File: src/design/ic_mem_macros.svh
`ifndef IC_MEM_MACROS_SVH
`define IC_MEM_MACROS_SVH

//////////////////////////////////////////////////
// Cache geometry
//////////////////////////////////////////////////
`define IC_NUM_WAYS     4
`define IC_NUM_BANKS    4
`define IC_ADDR_W       32

// Fetch address split
`define IC_TAG_HIGH     12     // Tag is [31:12]
`define IC_TAG_LOW      6      // Tag index is [11:6]
`define IC_ROW_LOW      4      // Row index is [11:4]

//////////////////////////////////////////////////
// Array widths and depths
//////////////////////////////////////////////////
`define IC_WORD_W       32     // Instruction word per bank
`define IC_BANK_W       34     // Word plus 2 parity bits
`define IC_ROW_W        136    // Four banks
`define IC_FILL_W       68     // Two banks per fill beat
`define IC_PREMUX_W     128

`define IC_TAG_W        (`IC_ADDR_W - `IC_TAG_HIGH)
`define IC_TAG_ENTRY_W  21     // Parity on top of the tag
`define IC_TAG_DEPTH    (1 << (`IC_TAG_HIGH - `IC_TAG_LOW))
`define IC_DATA_DEPTH   (1 << (`IC_TAG_HIGH - `IC_ROW_LOW))

`endif
File: src/design/ic_pkg.sv
`default_nettype none

`include "ic_mem_macros.svh"

package ic_pkg;

   //////////////////////////////////////////////////
   // Fetch side request
   //////////////////////////////////////////////////
   typedef struct packed {
      logic                             rd_en;    // Read strobe
      logic [`IC_NUM_WAYS-1:0]          wr_en;    // Fill, one bit per way
      logic [`IC_ADDR_W-1:3]            addr;     // 8-byte beat address
   } ic_req_t;

   //////////////////////////////////////////////////
   // Tag debug access
   //////////////////////////////////////////////////
   typedef struct packed {
      logic                             rd_en;
      logic                             wr_en;
      logic [`IC_NUM_WAYS-1:0]          way;      // One-hot
      logic [`IC_TAG_HIGH-1:`IC_TAG_LOW] index;
      logic [`IC_TAG_ENTRY_W-1:0]       wr_data;  // Written as is, parity included
   } ic_dbg_t;

   //////////////////////////////////////////////////
   // Tag lookup result, second cycle
   //////////////////////////////////////////////////
   typedef struct packed {
      logic [`IC_NUM_WAYS-1:0]          rd_hit;
      logic                             tag_perr;
   } ic_tag_rsp_t;

endpackage

`default_nettype wire

File: src/design/ic_way_mux.sv
`default_nettype none

`include "ic_mem_macros.svh"

module ic_way_mux (
   input  wire ic_pkg::ic_tag_rsp_t                      tag_rsp,
   input  wire logic [`IC_NUM_WAYS-1:0][`IC_ROW_W-1:0]   way_rows,
   input  wire logic                                     sel_premux,
   input  wire logic [`IC_PREMUX_W-1:0]                  premux_data,
   output logic      [`IC_ROW_W-1:0]                     rd_data
);

   localparam int PAR_W = `IC_BANK_W - `IC_WORD_W;

   logic [`IC_ROW_W-1:0] premux_ext;
   logic [`IC_ROW_W-1:0] hit_row;

   //////////////////////////////////////////////////
   // Premux widening, zero parity per word
   //////////////////////////////////////////////////
   for (genvar k = 0; k < `IC_NUM_BANKS; k++) begin : g_ext
      assign premux_ext[k * `IC_BANK_W +: `IC_BANK_W] =
         {{PAR_W{1'b0}}, premux_data[k * `IC_WORD_W +: `IC_WORD_W]};
   end

   // AND-OR select, all zero on a miss
   always_comb begin
      hit_row = '0;
      for (int i = 0; i < `IC_NUM_WAYS; i++) begin
         hit_row |= way_rows[i] & {`IC_ROW_W{tag_rsp.rd_hit[i]}};
      end
   end

   assign rd_data = sel_premux ? premux_ext : hit_row;

   // The AND-OR select is only valid with a single hitting way
   always_comb begin
      a_hit_onehot : assert final (
         sel_premux || $isunknown(tag_rsp.rd_hit) || $onehot0(tag_rsp.rd_hit)
      ) else $error("multiple way hit %b", tag_rsp.rd_hit);
   end

endmodule

`default_nettype wire

File: config.mk
export PLATFORM = sky130hd
export DESIGN_NAME = ic_way_mux
export DESIGN_NICKNAME = d
export VERILOG_FILES = /design/src/design/ic_pkg.sv /design/src/design/ic_way_mux.sv
export VERILOG_INCLUDE_DIRS = /design/src /design/src/design
export SDC_FILE = /design/constraint.sdc
export NUM_CORES = 1
export LEC_CHECK = 0
export BUFFER_PORTS_ARGS = -buffer_cell sky130_fd_sc_hd__buf_2
export CORE_AREA = 2 2 314 316
export DETAILED_ROUTE_END_ITERATION = 16
export DIE_AREA = 0 0 316 318
export SYNTH_ARGS = -nofsm -noshare
export SYNTH_HDL_FRONTEND = slang
export SYNTH_SLANG_ARGS = --single-unit
File: constraint.sdc
create_clock -name vclk -period 1.1
set_input_delay 0.11 -clock vclk [all_inputs]
set_output_delay 0.11 -clock vclk [all_outputs]
set_load 0.01 [all_outputs]
== Word-level counts from Yosys, hierarchy flattened ==
Index checks and enable logic that the tools add are counted.
Cells by class
  muxes and demuxes: 1
  bitwise gates (word level): 7
Operator list (number)
  136-bit AND: 4
  136-bit bitwise OR: 3
  136-bit 2-to-1 mux: 1
Storage, ports and cells
  register bits after elaboration: 0
  input port bits: 678
  output and inout port bits: 136

== Depth between registers and ports, before layout ==
Gate-level depths: netlist of run 1.
  depth in word-level cells: 5
  depth in mapped cells: 5
  mapped depth without buffers: 2

== Worst setup path before layout of run 1 ==
No wires, ideal clock.
  path type: in2out
  start: input tag_rsp[1] (netlist name)
  end: output rd_data[102]
  arrival time: 852 ps
  required time: 990 ps
  path slack: 138 ps
  stages on the path: 5
  cell sequence: buf_4 -> buf_6 -> buf_8 -> a22oi_2 -> a31oi_1
On the way
  word-level cells in the longest chain between the ends: 5
Ends and longest elaborated chain
  from (decl): RTL line ic_way_mux.sv:6  | input wire ic_pkg::ic_tag_rsp_t tag_rsp,
  136-bit AND: RTL line ic_way_mux.sv:30  | hit_row |= way_rows[i] & {`IC_ROW_W{tag_rsp.rd_hit[i]}};
  136-bit bitwise OR (3 in series): RTL line ic_way_mux.sv:30
  136-bit 2-to-1 mux: RTL line ic_way_mux.sv:34  | assign rd_data = sel_premux ? premux_ext : hit_row;
  to (decl): RTL line ic_way_mux.sv:10  | output logic [`IC_ROW_W-1:0] rd_data
No other way between the ends.

== Worst setup path after layout of run 1 ==
  start: input tag_rsp[3] (netlist name)
  end: output rd_data[56]
On the way
  word-level cells in the longest chain between the ends: 4
Ends and longest elaborated chain (RTL line)
  136-bit AND: ic_way_mux.sv:30
  136-bit bitwise OR (2 in series): ic_way_mux.sv:30
  136-bit 2-to-1 mux: ic_way_mux.sv:34
No other way between the ends.

==> results.yml, run 1 <==
power_and_ir_drop:
  ir_drop_mv: 0.204
  leakage_uw: 0.00565
  seqPwrFrac_pct: 0
  p_switching_uw: 3010
  p_clk_share_pct: 0
  power_density_nw_per_um2: 451
  p_int_uw: 2880
  p_comb_share_pct: 100.0
  switching_share_pct: 51.1
synthesis:
  yosys.cell_types.count: 11
  yosysSeqAreaShare_pct: 0
  syn_avg_cell_area_um2: 7.31
  yosys.area.top_type_share_pct: 34.8
  syn_area_um2: 4580
  synth_cells: 626
  synthMostInstantiatedCell: "a22oi_1"
  synth.net_count: 1304
  synth_common_cells: "a22oi_1 (212), a31oi_1 (128), nor2b_1 (128)"
  yosysTopAreaCell: "a22oi_1"
  ys_warn_count: 0
  ys_top_cells_by_area: "a22oi_1 (35%), a31oi_1 (17%), nor2b_1 (17%)"
critical_path:
  path_cells: "buf_16 -> buf_16 -> buf_12 -> buf_12 -> a22oi_2 -> a31oi_1 -> buf_4"
  cp_slowest_stage_delay_ps: 330
  path_class: "input pin to output port"
  worst-path-stages: 7
  crit_path_max_fanout: 8
  endpoint_kind: "output port"
  worst_ep_arrival_time_ps: 1390
  crit_family: "buffers and inverters"
  path_buf_inv: 5
  start_kind: "input pin"
  critPathRequiredTime_ps: 990
  cpMaxStageDelayCell: "a22oi_2"
die:
  design.core.area_um2: 97400
  start_util_pct: 4.70
  dieArea_um2: 100000
  dieHeight_um: 318
  num_rows: 115
  io_pins: 814
  die_w_um: 316
layout:
  area_growth_pct: 185
  seq_cell_count: 0
  clkbuf_count: 0
  fillers: 11200
  nNetsFinal: 2184
  layout-drive-gt1-share_pct: 77.3
  stdcell_count: 2837
  fin_util_pct: 13.4
  seq_area_um2: 0
  fin_area_um2: 13000
sta:
  max_slew_margin_pct: 51.6
  fin_ws_ps: -396
  hold_viol: 0
  fin_crit_ps: 1500
  final.setup.tns_ps: -31700
  max_slew.worst_pin.slew_ps: 725
  whs_ps: 581
  timing.fmax_mhz: 668
  drv_slew: 0
  finalCritPeriodShare_pct: 136
  setup_viol: 136
  grt_setup_unrepaired: "true"
placement:
  place_hpwl_um: 73600
  port_buffers: 813
  placed_cell_area_um2: 10800
  place_inst: 2714
  gp_congestion: 1.03
route:
  via_count: 10600
  viasPerCell: 3.75
  drt-initial-drc-count: 830
  ant_nets: 0
  drc_errors: 0
  routedWlPerCell_um: 30.6
  routed_wl_um: 86800
  drt-pass1-iter-count: 5
worst_hold_path:
  whs_path_depth: 4
  hold_path.class: "input pin to output port"
run:
  drv_cap: 0
grt:
  track_usage_pct: 15.8
  grt-ovfl-total: 0
  antenna_found_initial: 134
  grt_max_degree: 50
  grt_pass1_wl_um: 103000
  first_global_vias: 9907
outcome:
  outcome: "finished, violations left"
  violations: "negative setup slack"
## worst min-delay path, stage by stage
cell and delay [ps]:
buf_2 70, nor2b_1 30, a31oi_1 120, buf_2 140
## metrics by stage
stage | worst slack, ps | power [µW]
floorplan | 138 | 1760
global placement | -836 | 4740
detailed placement | -848 | 4770
CTS | -398 | 5490
global route | -430 | 6220
finish | -396 | 5890
## worst paths after layout
check	endpoint	start	slack (ps)
worst max-delay path	rd_data[56]	tag_rsp[3]	-400
worst min-delay path	rd_data[81]	premux_data[77]	580
## timing repair
| action | CTS | global route |
|---|---|---|
| resized for setup | 151 | 93 |
| hold buffers | 0 | 0 |
| buffers inserted | 28 | 35 |
| pin swaps | 91 | 122 |
| cloned | 14 | 12 |
| endpoints found under the setup margin | 119 | 135 |
## final cells by class
type | count | area, µm² | share of cell area (%)
inverter | 1 | 8.76 | 0.0671
tap | 1287 | 1610 | 12.3
multi-input combinational | 536 | 4660 | 35.7
antenna | 46 | 115 | 0.882
timing repair buffer | 967 | 6650 | 51.0
## metal layers
layer	track usage, %	up-vias	wire length, µm
met5	0.580	-	278
met3	5.45	245	8390
li1	-	4435	-
met1	21.6	4995	39600
met4	4.09	42	3040
met2	23.1	930	35500
## power by group through the flow
stage | Combinational, µW | Sequential [µW] | Clock (µW)
global placement | 4740 | 0 | 0
detailed placement | 4770 | 0 | 0
finish | 5890 | 0 | 0.00455
global route | 6220 | 0 | 0.00345
CTS | 5490 | 0 | 0
floorplan | 1760 | 0 | 0
## cells by family (layout without fill, tap and decap cells)
| family | after synthesis | after routing | synth area share, % |
|---|---|---|---|
| other | 0 | 46 | 0 |
| and+or+nand+nor | 128 | 128 | 17.5 |
| buffers and inverters | 90 | 968 | 13.0 |
| AOI/OAI and AO/OA | 408 | 408 | 69.5 |
## placed cells by master (no fill, tap or decap), drive strengths merged
| master | instances |
|---|---|
| diode | 46 |
| a31oi | 128 |
| buf | 953 |
| bufbuf | 4 |
| clkbuf | 10 |
| nor2b | 128 |
| a21oi | 8 |
| inv | 1 |
| a22oi | 272 |
Power figures use the tool's default switching activity.
==> run 2: changes to the inputs <==
--- a/config.mk
+++ b/config.mk
@@ -10,6 +10,9 @@
 export CORE_AREA = 2 2 314 316
 export DETAILED_ROUTE_END_ITERATION = 16
 export DIE_AREA = 0 0 316 318
+export MAX_ROUTING_LAYER = met4
+export SETUP_SLACK_MARGIN = 0.02
+export SKIP_LAST_GASP = 1
 export SYNTH_ARGS = -nofsm -noshare
 export SYNTH_HDL_FRONTEND = slang
 export SYNTH_SLANG_ARGS = --single-unit
==> run 2 against run 1 <==
Effect of this change:
- the flow still finishes with violations (negative setup slack)
- non-clock buffer count shrank 19
- largest power group unchanged
- combinational power fell by 4.2%
- via count decreased by 2.0%
- critical endpoint is now rd_data[79]
- sequential share of layout area unchanged
- total power shrank 4.1%
- largest cell class unchanged
==> results.yml, run 2 (same netlist as run 1, synthesis figures left out) <==
outcome:
  outcome: "finished, violations left"
  violations: "negative setup slack"
worst_hold_path:
  whs_endpoint: "rd_data[126]"
  whs_path_depth: 4
  hold_path.class: "input pin to output port"
  hold_start: "premux_data[120]"
die:
  design.core.area_um2: 97400
  dieArea_um2: 100000
  die_w_um: 316
  start_util_pct: 4.70
  num_rows: 115
  io_pins: 814
  dieHeight_um: 318
route:
  ant_nets: 0
  drc_errors: 0
  drt-pass1-iter-count: 5
  drt-initial-drc-count: 754
  via_count: 10400
  routed_wl_um: 84600
  viasPerCell: 3.68
  routedWlPerCell_um: 29.8
power_and_ir_drop:
  p_total_uw: 5640
  ir_drop_mv: 0.264
  leakage_uw: 0.00543
  power_density_nw_per_um2: 447
sta:
  hold_viol: 0
  fin_crit_ps: 1520
  max_slew.worst_pin.slew_ps: 771
  fin_ws_ps: -421
  timing.fmax_mhz: 658
  setup_viol: 136
  drv_slew: 0
  grt_setup_unrepaired: "true"
  max_slew_margin_pct: 48.6
  finalCritPeriodShare_pct: 138
grt:
  grt_pass1_wl_um: 104000
  antenna_found_initial: 130
  grt_max_degree: 50
  track_usage_pct: 16.3
  first_global_vias: 9984
  grt-ovfl-total: 0
layout:
  area_growth_pct: 176
  nNetsFinal: 2165
  fillers: 11300
  mostFrequentLayoutCell: "buf_2"
  seq_area_um2: 0
  seq_cell_count: 0
  clkbuf_count: 0
  most-common-layout-cells: "buf_2 (799), a22oi_2 (178), nor2b_1 (128)"
  fin_area_um2: 12600
  layout-drive-gt1-share_pct: 76.6
critical_path:
  crit_path_max_fanout: 8
  endpoint_kind: "output port"
  startpoint: "tag_rsp[1]"
  worst_ep_arrival_time_ps: 1410
  critPathRequiredTime_ps: 990
  start_kind: "input pin"
  path_class: "input pin to output port"
placement:
  place_hpwl_um: 73600
  gp_congestion: 1.05
  placed_cell_area_um2: 10800
  port_buffers: 813
run:
  drv_cap: 0
==> run 2: cell types whose count changed in the layout (fill, tap and decap cells not counted), sizes merged <==
cell    delta
diode     +21
buf        -7
bufbuf     -3
clkbuf     -9
==> run 2: final cells by class <==
type,count,area (µm²),area share [%]
timing repair buffer,948,6220,49.2
multi-input combinational,536,4630,36.6
inverter,1,8.76,0.0693
tap,1287,1610,12.7
antenna,67,168,1.33
==> run 2: how the worst max path moves through the flow <==
stage | endpoint | slack [ps] | cells after the start
final | rd_data[79] | -420 | 7
after global routing | rd_data[76] | -370 | 7
after CTS | rd_data[8] | -390 | 5
after detailed placement | rd_data[8] | -830 | 5
after global placement | rd_data[8] | -830 | 5
after floorplan | rd_data[102] | 140 | 5
==> run 2: where the power goes <==
| part | internal, µW | leakage [µW] | switching, µW |
|---|---|---|---|
| Sequential | 0 | 0 | 0 |
| Clock | 0.00772 | 0.000000425 | 0 |
| Combinational | 2720 | 0.00543 | 2930 |
==> run 2: stage by stage <==
| stage | worst slack, ps | hold slack [ps] | cells | setup TNS (ps) | utilization [%] |
|---|---|---|---|---|---|
| 5_1_grt | -373 | 595 | 2831 | -35250 | 13.0 |
| 3_5_place_dp | -834 | 573 | 2714 | -24980 | 11.1 |
| 4_1_cts | -389 | 574 | 2767 | -30890 | 12.7 |
| 2_1_floorplan | 138 | 374 | 626 | 0 | - |
| 3_3_place_gp | -835 | 578 | 2714 | -24560 | 11.1 |
| 6_report | -421 | 579 | 2839 | -30210 | 13.0 |
==> run 2: critical path: stages <==
cell and delay, ps:
buf_8 100, buf_12 140, buf_12 150, buf_6 110
a22oi_2 430, a31oi_2 170, buf_2 170
==> run 2: per-layer routing <==
layer	GRT usage, %	routed length [µm]	vias to the layer above	part of all wire [%]
met4	4.69	3460	0	4.1
li1	-	-	4429	-
met1	21.8	38700	4860	46
met2	23.0	33700	930	40
met5	-	0	-	0
met3	5.40	8690	215	10
==> run 2: timing repair <==
| item | 4_1_cts | 5_1_grt |
|---|---|---|
| setup buffers | 38 | 10 |
| gates resized for setup | 178 | 31 |
| hold buffers | 0 | 0 |
| endpoints found under the setup margin | 129 | 136 |
| cloned | 16 | 1 |
| pin swaps | 133 | 84 |
